## src/source/cache_ri_pkg.sv

```systemverilog
`default_nettype none

package cache_ri_pkg;

  // **************************************************************************
  // widths
  // **************************************************************************

  // data ram word address, set index, tag and avalon burst count.
  localparam int unsigned DATA_RAM_ADDR_WIDTH = 9;
  localparam int unsigned TAG_RAM_ADDR_WIDTH  = 5;
  localparam int unsigned TAG_ADDR_WIDTH      = 21;
  localparam int unsigned BURST_COUNT_WIDTH   = 5;

  // one line is one full burst.
  localparam int unsigned LINE_WORDS = 16;
  localparam int unsigned WORD_BYTES = 4;

  // tag ram word layout, tag in the low bits.
  localparam int unsigned TAG_VALID_BIT = 21;
  localparam int unsigned TAG_DIRTY_BIT = 22;

  localparam int unsigned BUS_QUEUE_DEPTH = 2;

  // **************************************************************************
  // types
  // **************************************************************************

  typedef logic [31:0]                    word_t;
  typedef logic [3:0]                     byte_en_t;
  typedef logic [DATA_RAM_ADDR_WIDTH-1:0] data_addr_t;
  // address bits 10 to 6.
  typedef logic [TAG_RAM_ADDR_WIDTH-1:0]  set_t;
  // address bits 31 to 11.
  typedef logic [TAG_ADDR_WIDTH-1:0]      tag_t;
  typedef logic [1:0]                     way_t;
  typedef logic [BURST_COUNT_WIDTH-1:0]   burst_cnt_t;
  // counts 0 up to and including 16.
  typedef logic [4:0]                     beat_t;

  // commands from the hit/miss logic.
  typedef enum logic [3:0] {
    rw_nop    = 4'd0,
    rw_iorw   = 4'd1,
    rw_refill = 4'd2
  } rw_cmd_e;

endpackage

`default_nettype wire
```

## src/source/cache_ri_top.sv

```systemverilog
`timescale 1ns/1ps
`default_nettype none

module cache_ri_top (
  input  logic                     clk,
  input  logic                     rest,
  // request side.
  input  cache_ri_pkg::rw_cmd_e    rw_cmd,
  output logic                     rw_cmd_ready,
  output cache_ri_pkg::word_t      rw_rsp_data,
  input  cache_ri_pkg::word_t      rw_last_av_s0_address,
  input  cache_ri_pkg::word_t      rw_last_av_s0_writeData,
  input  cache_ri_pkg::byte_en_t   rw_last_av_s0_byteEnable,
  input  logic                     rw_last_av_s0_read,
  input  logic                     rw_last_av_s0_write,
  input  logic                     rw_isHit,
  input  cache_ri_pkg::way_t       rw_hitBlockNum,
  input  logic                     rw_isHaveFreeBlock,
  input  cache_ri_pkg::way_t       rw_freeBlockNum,
  // avalon master.
  output cache_ri_pkg::word_t      av_s0_address,
  output cache_ri_pkg::byte_en_t   av_s0_byteEnable,
  output logic                     av_s0_read,
  output logic                     av_s0_write,
  output cache_ri_pkg::word_t      av_s0_writeData,
  input  logic                     av_s0_waitRequest,
  output logic                     av_s0_beginBurstTransfer,
  output cache_ri_pkg::burst_cnt_t av_s0_burstCount,
  input  cache_ri_pkg::word_t      av_s0_readData,
  input  logic                     av_s0_readDataValid,
  // data ram.
  output cache_ri_pkg::data_addr_t data_ri_readAddress,
  output cache_ri_pkg::way_t       data_ri_rwChannel,
  input  cache_ri_pkg::word_t      data_ri_readData,
  output cache_ri_pkg::data_addr_t data_ri_writeAddress,
  output cache_ri_pkg::byte_en_t   data_ri_writeByteEnable,
  output logic                     data_ri_writeEnable,
  output cache_ri_pkg::word_t      data_ri_writeData,
  // tag ram.
  output cache_ri_pkg::set_t       tag_ri_readAddress,
  output cache_ri_pkg::way_t       tag_ri_channel,
  input  cache_ri_pkg::word_t      tag_ri_readData,
  output cache_ri_pkg::set_t       tag_ri_writeAddress,
  output logic                     tag_ri_writeEnable,
  output cache_ri_pkg::word_t      tag_ri_writeData
);
  import cache_ri_pkg::*;

  // **************************************************************************
  // stage 1 to stage 2
  // **************************************************************************
  logic     job_start;
  word_t    job_addr;
  logic     job_read;
  logic     job_write;
  byte_en_t job_byte_en;
  word_t    job_wdata;
  logic     job_refill;
  way_t     job_way;
  logic     job_hit;
  logic     busy;

  // **************************************************************************
  // stage 2 to stage 3
  // **************************************************************************
  logic       push;
  word_t      cmd_addr;
  byte_en_t   cmd_byte_en;
  logic       cmd_read;
  logic       cmd_write;
  word_t      cmd_wdata;
  logic       cmd_begin_burst;
  burst_cnt_t cmd_burst_count;
  logic       queue_full;
  logic       queue_empty;

  // uncached read data straight off the bus.
  assign rw_rsp_data = av_s0_readData;

  victim_select u_victim_select (.*);

  line_sequencer u_line_sequencer (.*);

  bus_cmd_queue u_bus_cmd_queue (.*);

endmodule

`default_nettype wire

```

## src/source/bus_cmd_queue.sv

```systemverilog
`timescale 1ns/1ps
`default_nettype none

module bus_cmd_queue (
  input  logic                     clk,
  input  logic                     rest,
  input  logic                     push,
  input  cache_ri_pkg::word_t      cmd_addr,
  input  cache_ri_pkg::byte_en_t   cmd_byte_en,
  input  logic                     cmd_read,
  input  logic                     cmd_write,
  input  cache_ri_pkg::word_t      cmd_wdata,
  input  logic                     cmd_begin_burst,
  input  cache_ri_pkg::burst_cnt_t cmd_burst_count,
  input  logic                     av_s0_waitRequest,
  output logic                     queue_full,
  output logic                     queue_empty,
  output cache_ri_pkg::word_t      av_s0_address,
  output cache_ri_pkg::byte_en_t   av_s0_byteEnable,
  output logic                     av_s0_read,
  output logic                     av_s0_write,
  output cache_ri_pkg::word_t      av_s0_writeData,
  output logic                     av_s0_beginBurstTransfer,
  output cache_ri_pkg::burst_cnt_t av_s0_burstCount
);
  import cache_ri_pkg::*;

  typedef logic [$clog2(BUS_QUEUE_DEPTH)-1:0]   ptr_t;
  typedef logic [$clog2(BUS_QUEUE_DEPTH+1)-1:0] count_t;

  word_t      q_addr  [BUS_QUEUE_DEPTH];
  byte_en_t   q_be    [BUS_QUEUE_DEPTH];
  logic       q_read  [BUS_QUEUE_DEPTH];
  logic       q_write [BUS_QUEUE_DEPTH];
  word_t      q_wdata [BUS_QUEUE_DEPTH];
  logic       q_begin [BUS_QUEUE_DEPTH];
  burst_cnt_t q_burst [BUS_QUEUE_DEPTH];
  ptr_t       wr_ptr;
  ptr_t       rd_ptr;
  count_t     count;
  logic       wr_en;
  logic       rd_en;

  assign queue_empty = (count == '0);
  assign queue_full  = (count == count_t'(BUS_QUEUE_DEPTH));
  assign rd_en       = !queue_empty && !av_s0_waitRequest;
  // bypassed command taken by the bus at once is never stored.
  assign wr_en       = push && !(queue_empty && !av_s0_waitRequest);

  always_ff @(posedge clk or negedge rest) begin
    if (!rest) begin
      wr_ptr <= '0;
      rd_ptr <= '0;
      count  <= '0;
    end else begin
      if (wr_en) wr_ptr <= wr_ptr + ptr_t'(1);
      if (rd_en) rd_ptr <= rd_ptr + ptr_t'(1);
      case ({wr_en, rd_en})
        2'b10:   count <= count + count_t'(1);
        2'b01:   count <= count - count_t'(1);
        default: count <= count;
      endcase
    end
  end

  always_ff @(posedge clk) begin
    if (wr_en) begin
      q_addr[wr_ptr]  <= cmd_addr;
      q_be[wr_ptr]    <= cmd_byte_en;
      q_read[wr_ptr]  <= cmd_read;
      q_write[wr_ptr] <= cmd_write;
      q_wdata[wr_ptr] <= cmd_wdata;
      q_begin[wr_ptr] <= cmd_begin_burst;
      q_burst[wr_ptr] <= cmd_burst_count;
    end
  end

  // head of queue, or the incoming command when empty.
  assign av_s0_address            = queue_empty ? cmd_addr : q_addr[rd_ptr];
  assign av_s0_byteEnable         = queue_empty ? cmd_byte_en : q_be[rd_ptr];
  assign av_s0_read               = queue_empty ? (push && cmd_read) : q_read[rd_ptr];
  assign av_s0_write              = queue_empty ? (push && cmd_write) : q_write[rd_ptr];
  assign av_s0_writeData          = queue_empty ? cmd_wdata : q_wdata[rd_ptr];
  assign av_s0_beginBurstTransfer = queue_empty ? (push && cmd_begin_burst) : q_begin[rd_ptr];
  assign av_s0_burstCount         = queue_empty ? cmd_burst_count : q_burst[rd_ptr];

endmodule

`default_nettype wire

```

## src/source/line_sequencer.sv

```systemverilog
`timescale 1ns/1ps
`default_nettype none

module line_sequencer (
  input  logic                     clk,
  input  logic                     rest,
  input  logic                     job_start,
  input  cache_ri_pkg::word_t      job_addr,
  input  logic                     job_read,
  input  logic                     job_write,
  input  cache_ri_pkg::byte_en_t   job_byte_en,
  input  cache_ri_pkg::word_t      job_wdata,
  input  logic                     job_refill,
  input  cache_ri_pkg::way_t       job_way,
  input  logic                     job_hit,
  input  logic                     queue_full,
  input  logic                     queue_empty,
  input  logic                     av_s0_waitRequest,
  input  logic                     av_s0_readDataValid,
  input  cache_ri_pkg::word_t      av_s0_readData,
  input  cache_ri_pkg::word_t      data_ri_readData,
  input  cache_ri_pkg::word_t      tag_ri_readData,
  output logic                     busy,
  output logic                     rw_cmd_ready,
  output logic                     push,
  output cache_ri_pkg::word_t      cmd_addr,
  output cache_ri_pkg::byte_en_t   cmd_byte_en,
  output logic                     cmd_read,
  output logic                     cmd_write,
  output cache_ri_pkg::word_t      cmd_wdata,
  output logic                     cmd_begin_burst,
  output cache_ri_pkg::burst_cnt_t cmd_burst_count,
  output cache_ri_pkg::data_addr_t data_ri_readAddress,
  output cache_ri_pkg::data_addr_t data_ri_writeAddress,
  output cache_ri_pkg::way_t       data_ri_rwChannel,
  output cache_ri_pkg::byte_en_t   data_ri_writeByteEnable,
  output logic                     data_ri_writeEnable,
  output cache_ri_pkg::word_t      data_ri_writeData,
  output cache_ri_pkg::set_t       tag_ri_readAddress,
  output cache_ri_pkg::set_t       tag_ri_writeAddress,
  output cache_ri_pkg::way_t       tag_ri_channel,
  output logic                     tag_ri_writeEnable,
  output cache_ri_pkg::word_t      tag_ri_writeData
);
  import cache_ri_pkg::*;

  typedef enum logic [2:0] {
    idle, io_wait, tag_check, write_back, refill, done
  } seq_state_e;

  seq_state_e state;
  set_t       job_set;
  tag_t       job_tag;
  tag_t       victim_tag;
  word_t      line_base;
  word_t      victim_base;
  // ram reads, queue pushes, bus beats.
  beat_t      rd_cnt;
  beat_t      push_cnt;
  beat_t      acc_cnt;
  logic       rd_pending;
  logic       hold_valid;
  word_t      hold_data;
  logic       word_avail;
  word_t      word_data;
  logic       rd_issue;
  logic       wr_accept;
  logic       rf_beat;
  logic       io_end;
  logic       line_end;
  logic       push_left;

  assign job_set     = job_addr[TAG_RAM_ADDR_WIDTH+5:6];
  assign job_tag     = job_addr[31 -: TAG_ADDR_WIDTH];
  assign line_base   = {job_tag, job_set, {(32 - TAG_ADDR_WIDTH - TAG_RAM_ADDR_WIDTH){1'b0}}};
  assign victim_base = {victim_tag, job_set, {(32 - TAG_ADDR_WIDTH - TAG_RAM_ADDR_WIDTH){1'b0}}};

  assign busy       = job_start || (state != idle);
  assign push_left  = (push_cnt < beat_t'(LINE_WORDS));
  assign line_end   = (acc_cnt == beat_t'(LINE_WORDS)) && queue_empty;
  assign io_end     = (state == io_wait) && queue_empty &&
                      (job_read ? av_s0_readDataValid : !av_s0_waitRequest);
  assign rw_cmd_ready = io_end || (state == done);

  // write-back word path, one ram read in flight or one word held.
  assign word_avail = rd_pending || hold_valid;
  assign word_data  = hold_valid ? hold_data : data_ri_readData;
  assign rd_issue   = (state == write_back) && (rd_cnt < beat_t'(LINE_WORDS)) &&
                      (!word_avail || push);
  assign wr_accept  = (state == write_back) && (push || !queue_empty) && !av_s0_waitRequest;
  assign rf_beat    = (state == refill) && av_s0_readDataValid;

  assign data_ri_readAddress     = {job_set, rd_cnt[3:0]};
  assign data_ri_rwChannel       = job_way;
  assign data_ri_writeByteEnable = '1;
  assign tag_ri_readAddress      = job_set;
  assign tag_ri_writeAddress     = job_set;
  assign tag_ri_channel          = job_way;
  // valid, clean, new tag.
  assign tag_ri_writeData        = {{(31 - TAG_VALID_BIT){1'b0}}, 1'b1, job_tag};

  always_comb begin
    push            = 1'b0;
    cmd_addr        = job_addr;
    cmd_byte_en     = job_byte_en;
    cmd_read        = job_read;
    cmd_write       = job_write;
    cmd_wdata       = job_wdata;
    cmd_begin_burst = 1'b0;
    cmd_burst_count = burst_cnt_t'(1);
    case (state)
      idle: push = job_start && !job_refill;
      write_back, refill: begin
        cmd_byte_en     = '1;
        cmd_read        = (state == refill);
        cmd_write       = (state == write_back);
        cmd_wdata       = word_data;
        cmd_begin_burst = (push_cnt == '0);
        cmd_burst_count = burst_cnt_t'(LINE_WORDS);
        if (state == write_back) begin
          push     = word_avail && !queue_full && push_left;
          cmd_addr = victim_base + word_t'(push_cnt) * word_t'(WORD_BYTES);
        end else begin
          push     = !queue_full && push_left;
          cmd_addr = line_base + word_t'(push_cnt) * word_t'(WORD_BYTES);
        end
      end
      default: push = 1'b0;
    endcase
  end

  always_ff @(posedge clk or negedge rest) begin
    if (!rest) begin
      state               <= idle;
      rd_cnt              <= '0;
      push_cnt            <= '0;
      acc_cnt             <= '0;
      rd_pending          <= 1'b0;
      hold_valid          <= 1'b0;
      data_ri_writeEnable <= 1'b0;
      tag_ri_writeEnable  <= 1'b0;
    end else begin
      rd_pending          <= rd_issue;
      data_ri_writeEnable <= rf_beat;
      // tag goes in with the first refill beat.
      tag_ri_writeEnable  <= rf_beat && (acc_cnt == '0);
      case (state)
        idle: if (job_start) state <= job_refill ? tag_check : io_wait;
        io_wait: if (io_end) state <= idle;
        tag_check: begin
          rd_cnt   <= '0;
          push_cnt <= '0;
          acc_cnt  <= '0;
          state    <= (tag_ri_readData[TAG_DIRTY_BIT] && !job_hit) ? write_back : refill;
        end
        write_back: begin
          if (rd_issue) rd_cnt <= rd_cnt + beat_t'(1);
          if (push) push_cnt <= push_cnt + beat_t'(1);
          if (wr_accept) acc_cnt <= acc_cnt + beat_t'(1);
          if (rd_pending && !push) begin
            hold_valid <= 1'b1;
          end else if (push) begin
            hold_valid <= 1'b0;
          end
          if (line_end) begin
            state    <= refill;
            rd_cnt   <= '0;
            push_cnt <= '0;
            acc_cnt  <= '0;
          end
        end
        refill: begin
          if (push) push_cnt <= push_cnt + beat_t'(1);
          if (av_s0_readDataValid) acc_cnt <= acc_cnt + beat_t'(1);
          if (line_end) state <= done;
        end
        done: state <= idle;
        default: state <= idle;
      endcase
    end
  end

  always_ff @(posedge clk) begin
    if (state == tag_check) victim_tag <= tag_ri_readData[TAG_ADDR_WIDTH-1:0];
    if (rd_pending && !push) hold_data <= data_ri_readData;
    if (rf_beat) begin
      data_ri_writeAddress <= {job_set, acc_cnt[3:0]};
      data_ri_writeData    <= av_s0_readData;
    end
  end

endmodule

`default_nettype wire

```

## src/source/victim_select.sv

```systemverilog
`timescale 1ns/1ps
`default_nettype none

module victim_select (
  input  logic                   clk,
  input  logic                   rest,
  input  cache_ri_pkg::rw_cmd_e  rw_cmd,
  input  cache_ri_pkg::word_t    rw_last_av_s0_address,
  input  logic                   rw_last_av_s0_read,
  input  logic                   rw_last_av_s0_write,
  input  cache_ri_pkg::byte_en_t rw_last_av_s0_byteEnable,
  input  cache_ri_pkg::word_t    rw_last_av_s0_writeData,
  input  logic                   rw_isHit,
  input  cache_ri_pkg::way_t     rw_hitBlockNum,
  input  logic                   rw_isHaveFreeBlock,
  input  cache_ri_pkg::way_t     rw_freeBlockNum,
  input  logic                   busy,
  output logic                   job_start,
  output cache_ri_pkg::word_t    job_addr,
  output logic                   job_read,
  output logic                   job_write,
  output cache_ri_pkg::byte_en_t job_byte_en,
  output cache_ri_pkg::word_t    job_wdata,
  output logic                   job_refill,
  output cache_ri_pkg::way_t     job_way,
  output logic                   job_hit
);
  import cache_ri_pkg::*;

  // round-robin replacement counter per set.
  way_t rr_cnt [2**TAG_RAM_ADDR_WIDTH];
  set_t req_set;
  logic accept;
  logic evict;

  assign req_set = rw_last_av_s0_address[TAG_RAM_ADDR_WIDTH+5:6];
  assign accept  = (rw_cmd != rw_nop) && !busy;
  // miss with every way taken.
  assign evict   = (rw_cmd == rw_refill) && !rw_isHit && !rw_isHaveFreeBlock;

  always_ff @(posedge clk or negedge rest) begin
    if (!rest) begin
      job_start <= 1'b0;
      for (int i = 0; i < 2**TAG_RAM_ADDR_WIDTH; i++) begin
        rr_cnt[i] <= '0;
      end
    end else begin
      job_start <= accept;
      if (accept && evict) begin
        rr_cnt[req_set] <= rr_cnt[req_set] + way_t'(1);
      end
    end
  end

  // job payload, read by the sequencer only after job_start.
  always_ff @(posedge clk) begin
    if (accept) begin
      job_addr    <= rw_last_av_s0_address;
      job_read    <= rw_last_av_s0_read;
      job_write   <= rw_last_av_s0_write;
      job_byte_en <= rw_last_av_s0_byteEnable;
      job_wdata   <= rw_last_av_s0_writeData;
      job_refill  <= (rw_cmd == rw_refill);
      job_hit     <= rw_isHit;
      if (rw_isHit) begin
        job_way <= rw_hitBlockNum;
      end else if (rw_isHaveFreeBlock) begin
        job_way <= rw_freeBlockNum;
      end else begin
        job_way <= rr_cnt[req_set];
      end
    end
  end

endmodule

`default_nettype wire

```

## config.mk

```make
export PLATFORM = sky130hd
export DESIGN_NAME = cache_ri_top
export DESIGN_NICKNAME = d
export VERILOG_FILES = /design/src/source/cache_ri_pkg.sv /design/src/source/cache_ri_top.sv /design/src/source/bus_cmd_queue.sv /design/src/source/line_sequencer.sv /design/src/source/victim_select.sv
export SDC_FILE = /design/constraint.sdc
export NUM_CORES = 1
export LEC_CHECK = 0
export BUFFER_PORTS_ARGS = -buffer_cell sky130_fd_sc_hd__buf_2
export CORE_MARGIN = 1.5
export CORE_UTILIZATION = 42
export DETAILED_ROUTE_END_ITERATION = 6
export GPL_ROUTABILITY_DRIVEN = 0
export SETUP_SLACK_MARGIN = 0.4
export SLEW_MARGIN = 20
export SYNTH_ARGS = -nofsm -noshare
export SYNTH_HDL_FRONTEND = slang
export SYNTH_SLANG_ARGS = --single-unit
```

## constraint.sdc

```tcl
create_clock -name clk -period 6.5 [get_ports clk]
set_input_delay 1.3 -clock clk [delete_from_list [all_inputs] [get_ports clk]]
set_output_delay 1.3 -clock clk [all_outputs]
set_load 0.005 [all_outputs]
```

# == After elaboration in Yosys (flattened, before gate mapping) ==
# Memory sizes are Yosys's and may differ from the RTL's.
# Cells that the tools add are included.
# classes
n_reduce_logical,57
n_mux,49
n_lt_le_gt_ge,4
n_addsub,10
n_bitwise,1
eq_ne,17
# ops
cell,count
$mux W32,6
$add A32 B7 Y32,2
$bwmux W64,1
$mux W5,9
$pmux W5 S3,2
$logic_and A1 B1 Y1,26
$add A5 B1 Y5 const B,3
$mux W3,5
$pmux W3 S5,1
$mux W1,12
$mux W2,6
$logic_not A1 Y1,11
$bmux W2 S5,1
$demux W2 S5,1
$logic_not A5 Y1,2
$lt A5 B5 Y1 const B,2
$pmux W5 S2,1
$mux W4,2
$eq A3 B2 Y1 const B,2
$eq A3 B3 Y1 const B,2
$ge A6 B6 Y1 const B,1
$lt A6 B1 Y1 const B,1
$ne A2 B1 Y1 const B,3
$ne A3 B1 Y1 const B,2
other kinds (22),34
# totals
ramBits,152
regBits,259
word_cells,201
in_bits,180
n_memories,7
output_inout_bits,211
# mem_list
name,depth,width,read_ports,rd_clocked_by_memory_dff,write_ports,line_no,rtl
u_bus_cmd_queue.q_addr,2,32,1,0,1,bus_cmd_queue.sv:31,word_t q_addr [BUS_QUEUE_DEPTH];
u_bus_cmd_queue.q_wdata,2,32,1,0,1,bus_cmd_queue.sv:35,word_t q_wdata [BUS_QUEUE_DEPTH];
u_bus_cmd_queue.q_burst,2,5,1,0,1,bus_cmd_queue.sv:37,burst_cnt_t q_burst [BUS_QUEUE_DEPTH];
u_bus_cmd_queue.q_be,2,4,1,0,1,bus_cmd_queue.sv:32,byte_en_t q_be [BUS_QUEUE_DEPTH];
u_bus_cmd_queue.q_begin,2,1,1,0,1,bus_cmd_queue.sv:36,logic q_begin [BUS_QUEUE_DEPTH];
u_bus_cmd_queue.q_read,2,1,1,0,1,bus_cmd_queue.sv:33,logic q_read [BUS_QUEUE_DEPTH];
+1 memories,-,-,-,-,-,-,

# == Longest topological paths before layout ==
# Gate-level depths: netlist of the first run.
# depth
word_depth,12
mapped_depth,10
mapped_depth_nobuf,8

# == By module ==
# From an unflattened synthesis of the first run, not the netlist that was laid out.
# hier_totals
cells_unflattened,1418
hier_area_um2,18975.7
# modules_own_cells
module,area_per_inst_um2,instances,cells_each,seq_area_each_um2
bus_cmd_queue,6596.3,1,424,4664.5
line_sequencer,6571.3,1,623,3373.2
victim_select,5567.8,1,339,3848.7
cache_ri_top,240.2,1,32,0.0

# == Worst setup path after synthesis of the first run ==
# Ideal clock, no wire load.
# synth_timing
path_type,flip-flop to flip-flop
start,register u_line_sequencer.state[2]
end,memory u_bus_cmd_queue.q_addr[0][0] (netlist name) (enable)
n_path_buf,1
required_time_ns,5.995
setup_time_ns,0.505
t_arrival_ns,4.601
stages_incl_launch_ff,7
path_slack_ns,1.394
synth_period_minus_slack_ns,5.106
cell_sequence,dfrtp_1 > buf_4 > nor3b_2 > a21oi_1 > o21ai_2 > o21ai_0 > nor2_1
# synth_via
elab_chain_cells,6
elab_cells_between_ends,9
cone_classes,eq/ne (2); mux (4); reduce/logical (3)
# synth_lines
item,line_no,rtl
start: declaration,line_sequencer.sv:51,seq_state_e state;
start signal: assignment,line_sequencer.sv:134,state <= idle;
start signal: assignment,line_sequencer.sv:148,idle: if (job_start) state <= job_refill ? tag_check : io_wait;
start signal: assignment,line_sequencer.sv:149,io_wait: if (io_end) state <= idle;
$eq A3 B2 Y1 or $eq A3 B3 Y1 (tied branches),"line_sequencer.sv:111, line_sequencer.sv:120",
$mux W1 or $reduce_or A2 Y1 (tied branches),"line_sequencer.sv:120, line_sequencer.sv:111",
$pmux W1 S2 (*),line_sequencer.sv:111,case (state)
$logic_and A1 B1 Y1 (*),bus_cmd_queue.sv:48,assign wr_en = push && !(queue_empty && !av_s0_waitRequest);
$mux W1 (*),bus_cmd_queue.sv:67,if (wr_en) begin
$mux W1 (not written as such) (*),bus_cmd_queue.sv:68,q_addr[wr_ptr] <= cmd_addr;
end: declaration,bus_cmd_queue.sv:31,
# Every way passes the cells marked *; elsewhere a longest branch is shown, timed or not.

# == Final worst setup path of the first run ==
# layout_timing
start,register u_line_sequencer.state[1]
end,output av_s0_writeData[11]
# layout_via
elab_chain_cells,4
elab_cells_between_ends,5
cone_classes,eq/ne (2); mux (2); reduce/logical (1)
# layout_lines
item,line_no,rtl
$eq A3 B3 Y1 or $eq A3 B2 Y1 (tied branches),line_sequencer.sv:111,
$reduce_or A2 Y1 (*),line_sequencer.sv:111,
$mux W32 (*),line_sequencer.sv:111,
named net cmd_wdata[11],cache_ri_top.sv:71,word_t cmd_wdata;
$mux W32 (*),bus_cmd_queue.sv:83,assign av_s0_writeData = queue_empty ? cmd_wdata : q_wdata[rd_ptr];
end: declaration,cache_ri_top.sv:25,"output cache_ri_pkg::word_t av_s0_writeData,"
# Mark *: on every way through the listed nets, which the timed path passes. The rest lies on a longest branch.

==> results of run 1 <==
==> cell usage in the layout (no fill, tap or decap), types with 9 or more instances in the layout <==
master,netlist,layout
o21ai_0,66,66
xnor2_1,29,29
nor3_1,34,34
buf_4,95,18
nand4_1,9,9
nor2b_1,17,17
mux2_2,58,58
inv_1,14,12
mux2i_1,138,138
a211oi_1,10,10
clkinv_1,1,12
o31ai_1,9,9
edfxtp_1,314,314
or3_1,10,10
nand3_1,29,29
a31oi_1,9,9
a21o_1,10,10
xor2_1,17,17
dfrtp_1,91,89
clkbuf_16,0,49
conb_1,2,18
buf_2,8,361
nand2b_1,9,9
nand2_1,118,118
mux2_1,11,11
nor2_1,93,90
a21oi_1,65,65
and3_1,12,12
clkinv_2,0,11
==> registers in the layout (all words and copies together) (netlist names), 8 cells and up <==
register	flops
u_bus_cmd_queue.q_be	8
u_line_sequencer.data_ri_writeAddress	9
u_bus_cmd_queue.q_addr	64
u_bus_cmd_queue.q_wdata	64
u_victim_select.rr_cnt	64
u_victim_select.job_wdata	32
u_line_sequencer.data_ri_writeData	32
u_line_sequencer.hold_data	32
u_line_sequencer.victim_tag	21
u_victim_select.job_addr	32
==> worst max path at each step <==
stage | endpoint | slack [ps] | cells after the start
floorplan | u_bus_cmd_queue.q_addr[0][0]$_DFFE_PP_ | 1390 | 6
global placement | av_s0_writeData[11] | 1740 | 9
detailed placement | av_s0_writeData[0] | 1680 | 8
CTS | av_s0_writeData[20] | 1030 | 9
global route | av_s0_writeData[11] | 690 | 9
finish | av_s0_writeData[11] | 1110 | 9
==> power groups by stage <==
stage          clock network (mW)  logic [mW]  registers [mW]
2_1_floorplan                   0        1.88            3.81
3_3_place_gp                    0        2.81            3.96
3_5_place_dp                    0        2.85            3.97
4_1_cts                      2.70        2.86            3.93
5_1_grt                      2.80        3.11            3.98
6_report                     2.63        2.82            3.92
==> stage by stage <==
stage / power, mW / area, sq um / utilization [%]
after floorplan: 5.69 / 18800 / -
after global placement: 6.76 / 20500 / 46.5
after detailed placement: 6.82 / 20500 / 46.5
after CTS: 9.49 / 22100 / 50.0
after global routing: 9.89 / 22100 / 50.0
final: 9.37 / 22100 / 50.0
==> layout make-up <==
| type | instances | area (sq um) |
|---|---|---|
| fillers | 3936 | 22100 |
| well taps | 592 | 741 |
| clock inverters | 31 | 280 |
| inverters | 15 | 56.3 |
| repair buffers | 380 | 1960 |
| diodes | 2 | 5.00 |
| clock buffers | 55 | 1270 |
| flip-flops and latches | 405 | 11700 |
| multi-input cells | 879 | 6050 |
==> routing by layer <==
metal  share of wire [%]  wire [microns]
met5                   0               0
met2                  48           22800
met1                  44           20800
met3                 6.4            3040
met4                 2.4            1170
==> worst max-delay path: stages, from the launching register on <==
cell and delay, ps:
dfrtp_1 610, or3b_1 560, nand2_1 550, inv_2 390
buf_4 630, nand2_1 110, o21ai_0 150, nor2_1 70
a21oi_1 220, buf_2 170
==> logic make-up (layout without fill, tap and decap cells) <==
logic type                 count (synthesis)  in the layout  synth area share (%)
AOI/OAI and AO/OA                        225            225                  7.50
xor gates and xnor gates                  47             47                  2.30
adders and majority gates                  8              8                 0.534
buffers and inverters                    180            481                  5.76
DFF                                      405            405                  62.4
muxes                                    211            211                  12.0
other                                      2             20                0.0401
and+or+nand+nor                          370            370                  9.44
==> flow_summary.yaml, run 1 <==
place:
  dp.cells: 2271
  io_buffers: 362
  dp_hpwl_microns: 33200
  post-place-ws_ps: 1680
detailed_routing:
  wire_per_inst_microns: 20.3
  drtIter0Drc: 955
  antenna_left: 0
  totalWireLength_microns: 47800
  drc: 0
  vias: 12353
  firstDrtPassIters: 7
  viasPerCell: 5.24
power_and_ir_drop:
  p_sw_mw: 3.19
  p_clk_share_pct: 28.1
  p_seq_share_pct: 41.9
  combPwrFrac_pct: 30.1
  power_density_nw_per_um2: 425
  irDropWorstVdd_uv: 310
  switching_share_pct: 34.1
  internal_power_mw: 6.18
  leakagePower_nw: 8.91
yosys:
  synth_area_leaders: "edfxtp_1, dfrtp_1, mux2i_1"
  synth-warning-count: 0
  ys_seq_area_share_pct: 62.4
  ys_ff_latch: 405
  synth_common_cells: "edfxtp_1, mux2i_1, nand2_1"
  synth.most_common_cell: "edfxtp_1"
  post-synth-top-area-fraction_pct: 50.3
  synth_async_sr_flop_share_pct: 22.5
  synthFlopType: "edfxtp_1"
  syn_area_sq_um: 18700
  synth_top_area_cell: "edfxtp_1"
  synth_edf_count: 314
  avgSynthCellArea_sq_um: 12.9
  synthCells: 1448
  ys_types: 72
die:
  chipWidth_microns: 214
  start_util_pct: 42.5
  die_h_microns: 214
  pin_count: 391
  core_area_sq_um: 44100
  die_area_sq_um: 45900
  row_count: 77
run:
  maxCapViolCount: 0
sta:
  fin_hold_ws_ps: 491
  max_slew.worst_pin.slew_ps: 1110
  finClkSkew_ps: 14.3
  setup_slack_ps: 1110
  setup_viol: 0
  relSlewSlack_pct: 25.4
  clock.fmax_mhz: 185
  hold_violations: 0
  period_share_pct: 83.0
  slew_violations: 0
  grt_setup_unrepaired: "no"
  tns_ps: 0
  period_minus_slack_ps: 5390
global_routing:
  grt_pass1_wl_microns: 72800
  top_usage_layer: "met2"
  grt_usage_pct: 20.5
  use_met2_pct: 33.2
  grt_max_degree: 74
  antenna_found_initial: 2
  grt_util_met1_pct: 27.8
  met3_usage_pct: 4.04
  grt_overflow: 0
  first_global_vias: 12172
setup_path:
  critPathArrivalTime_ps: 4090
  reg2reg_from: "u_line_sequencer.state[1]$_DFFE_PN0P_"
  cp_max_fo: 73
  crit_type: "flip-flop to output port"
  rr_endpoint: "u_bus_cmd_queue.q_wdata[1][10]$_DFFE_PP_"
  worstSetupStartpoint: "u_line_sequencer.state[1]$_DFFE_PN0P_"
  worstSetupStartpointType: "flip-flop"
  rrSetupSlack_ps: 1980
  cp-end-kind: "output port"
  r2r_cells: 7
  worstPathRequired_ps: 5200
clock_tree:
  clkTransAtPathRegs_ps: 60
  cts.repair.resized: 0
  postCtsSetupBuffers: 0
  cts_made_buffers: 46
  hold_buffers: 0
  clk_latency_ps: 570
  cts_sinks: 405
  cts_tree: "built"
  root_buffer: "clkbuf_16"
  htreeDepth: 2
  cts_buffer_depth: 3
hold_path:
  holdCritPathClass: "flip-flop to flip-flop"
  min_delay_path_depth: 1
  holdPathEnd: "u_victim_select.rr_cnt[57]$_DFFE_PN0P_"
  min_from: "u_victim_select.rr_cnt[57]$_DFFE_PN0P_"
layout:
  area_growth_pct: 17.7
  final_cell_count_no_fill: 2359
  finalNetCount: 1915
  drive_above_1_share_pct: 30.5
outcome:
  status: "finished, final reports clean"
Power figures use the tool's default switching activity.
==> run 2: changes to the inputs <==
--- a/config.mk
+++ b/config.mk
@@ -10,6 +10,7 @@
 export CORE_UTILIZATION = 42
 export DETAILED_ROUTE_END_ITERATION = 6
 export GPL_ROUTABILITY_DRIVEN = 0
+export PLACE_DENSITY = 0.66
 export SETUP_SLACK_MARGIN = 0.4
 export SLEW_MARGIN = 20
 export SYNTH_ARGS = -nofsm -noshare
==> constraint.sdc (replaced) <==
create_clock -name clk -period 4.8 [get_ports clk]
set_input_delay 0.96 -clock clk [delete_from_list [all_inputs] [get_ports clk]]
set_output_delay 0.96 -clock clk [all_outputs]
set_load 0.005 [all_outputs]
==> run 2 against run 1 <==
Sequential share of layout area down 0.47 points. Total power up 35%. Sequential power up 36%. Critical path depth unchanged. Worst hold slack worse by 40 ps. Utilization up 0.47 points. Flip-flop and latch count unchanged. Clock skew up 11 ps. Final area up 0.94%. Setup slack worse by 510 ps.
==> flow_summary.yaml, run 2 (synthesized netlist as in run 1, its figures left out) <==
setup_path:
  worstPathRequired_ps: 3840
  rrSetupSlack_ps: 1860
  worstSetupStartpointType: "flip-flop"
  r2r_cells: 6
  cp-end-kind: "output port"
  reg2reg_from: "u_line_sequencer.state[0]$_DFFE_PN0P_"
  rr_endpoint: "u_bus_cmd_queue.q_wdata[0][7]$_DFFE_PP_"
  critPathArrivalTime_ps: 3250
  cp_max_fo: 7
  crit_type: "flip-flop to output port"
hold_path:
  holdCritPathClass: "input pin to async pin"
sta:
  period_minus_slack_ps: 4210
  slew_violations: 0
  setup_viol: 0
  clock.fmax_mhz: 238
  grt_setup_unrepaired: "yes"
  finClkSkew_ps: 25.2
  hold_violations: 0
  period_share_pct: 87.7
  max_slew.worst_pin.slew_ps: 1040
  relSlewSlack_pct: 30.6
  fin_hold_ws_ps: 452
clock_tree:
  clkTransAtPathRegs_ps: 60
  root_buffer: "clkbuf_16"
  cts_made_buffers: 45
  clk_latency_ps: 590
  htreeDepth: 2
  cts_buffer_depth: 3
  cts_tree: "built"
  cts_sinks: 405
layout:
  top_regs: "u_bus_cmd_queue.q_addr: 64 flops, u_bus_cmd_queue.q_wdata: 64 flops, u_victim_select.rr_cnt: 64 flops"
  final_cell_mix: "buf_2, edfxtp_1, mux2i_1, nand2_1, nor2_1"
  finalNetCount: 1937
  drive_above_1_share_pct: 31.8
  mostFrequentLayoutCell: "buf_2"
  nFillCells: 3882
  area_growth_pct: 18.8
  design_area_sq_um: 22300
die:
  die_area_sq_um: 45900
  core_area_sq_um: 44100
  pin_count: 391
  die_h_microns: 214
  start_util_pct: 42.5
  row_count: 77
  chipWidth_microns: 214
global_routing:
  grt_usage_pct: 20.3
  first_global_vias: 12276
  grt_pass1_wl_microns: 72200
  antenna_found_initial: 8
  grt_overflow: 0
  grt_max_degree: 74
outcome:
  status: "finished, final reports clean"
run:
  maxCapViolCount: 0
place:
  io_buffers: 362
  dp_hpwl_microns: 33300
  placed_area_sq_um: 20700
detailed_routing:
  highest_layer: "met5"
  drc: 0
  drtIter0Drc: 911
  antenna_left: 0
  met2_length_microns: 23200
  vias: 12652
  wire_per_inst_microns: 20.1
  met1_length_microns: 20000
  totalWireLength_microns: 48000
  wl_met3_microns: 3390
  viasPerCell: 5.30
  firstDrtPassIters: 6
power_and_ir_drop:
  leakagePower_nw: 8.99
  p_total_mw: 12.7
  irDropWorstVdd_uv: 678
  power_density_nw_per_um2: 569
-- run 2: changes by cell type in the layout (fill, tap and decap cells not counted), moves of 4 or more --
cell / change
buf_4: +19
clkbuf_1: +9
clkbuf_16: -4
clkbuf_8: +7
clkinv_1: -7
clkinv_2: -6
diode_2: +5
-- run 2: per-layer routing --
layer / vias to the layer above / GRT usage, %
met2: 488 / 32.8
met3: 82 / 4.20
met5: - / 0
met4: 2 / 7.39
li1: 5900 / -
met1: 6180 / 27.2
-- run 2: worst max path at each step --
stage / start / to / slack (ps) / depth (start not counted)
CTS: u_line_sequencer.state[2]$_DFFE_PN0P_ / av_s0_address[22] / 440 / 8
global route: u_victim_select.job_addr[6]$_DFFE_PP_ / av_s0_address[26] / 380 / 9
global placement: u_line_sequencer.state[1]$_DFFE_PN0P_ / av_s0_address[17] / 960 / 7
floorplan: u_line_sequencer.state[2]$_DFFE_PN0P_ / u_bus_cmd_queue.q_addr[0][0]$_DFFE_PP_ / -310 / 6
detailed placement: u_line_sequencer.state[1]$_DFFE_PN0P_ / av_s0_address[17] / 890 / 7
finish: u_victim_select.job_addr[6]$_DFFE_PP_ / av_s0_address[22] / 590 / 9
-- run 2: layout make-up --
| type | count | area, sq um | share of cell area (%) |
|---|---|---|---|
| diodes | 7 | 17.5 | 0.0786 |
| clock inverters | 17 | 190 | 0.854 |
| flip-flops and latches | 405 | 11700 | 52.6 |
| clock buffers | 67 | 1300 | 5.83 |
| well taps | 592 | 741 | 3.32 |
| inverters | 15 | 58.8 | 0.264 |
| repair buffers | 402 | 2150 | 9.64 |
| multi-input cells | 880 | 6110 | 27.4 |
-- run 2: critical path: stages, from the launching register on --
cell	delay, ps
edfxtp_1	430
ha_1	250
ha_1	230
and4_2	310
and4_1	270
o21ai_0	300
nor2_1	90
xnor2_1	180
a221oi_1	410
buf_2	190
-- run 2: power by group --
part	total, mW	internal [mW]	switching (mW)
registers	5.34	4.82	0.525
clock network	3.42	2.00	1.43
logic	3.91	1.48	2.42
total	12.7	8.30	4.37
-- run 2: per-stage QoR --
step / util [%] / setup slack [ps] / cells / setup TNS, ps
final: 50.5 / 592 / 2385 / 0
after global routing: 50.5 / 381 / 2384 / 0
after CTS: 50.3 / 442 / 2373 / 0
after detailed placement: 46.8 / 888 / 2288 / 0
after global placement: 46.8 / 956 / 2288 / 0
after floorplan: - / -306 / 1464 / -44640
-- run 2: repair_timing --
action                     in CTS  in global routing
pin swaps                       1                  2
setup endpoints to repair      27                 30
setup buffers                   1                  4
gates cloned                    0                  1
resized for setup               6                  9
hold buffers                    0                  0
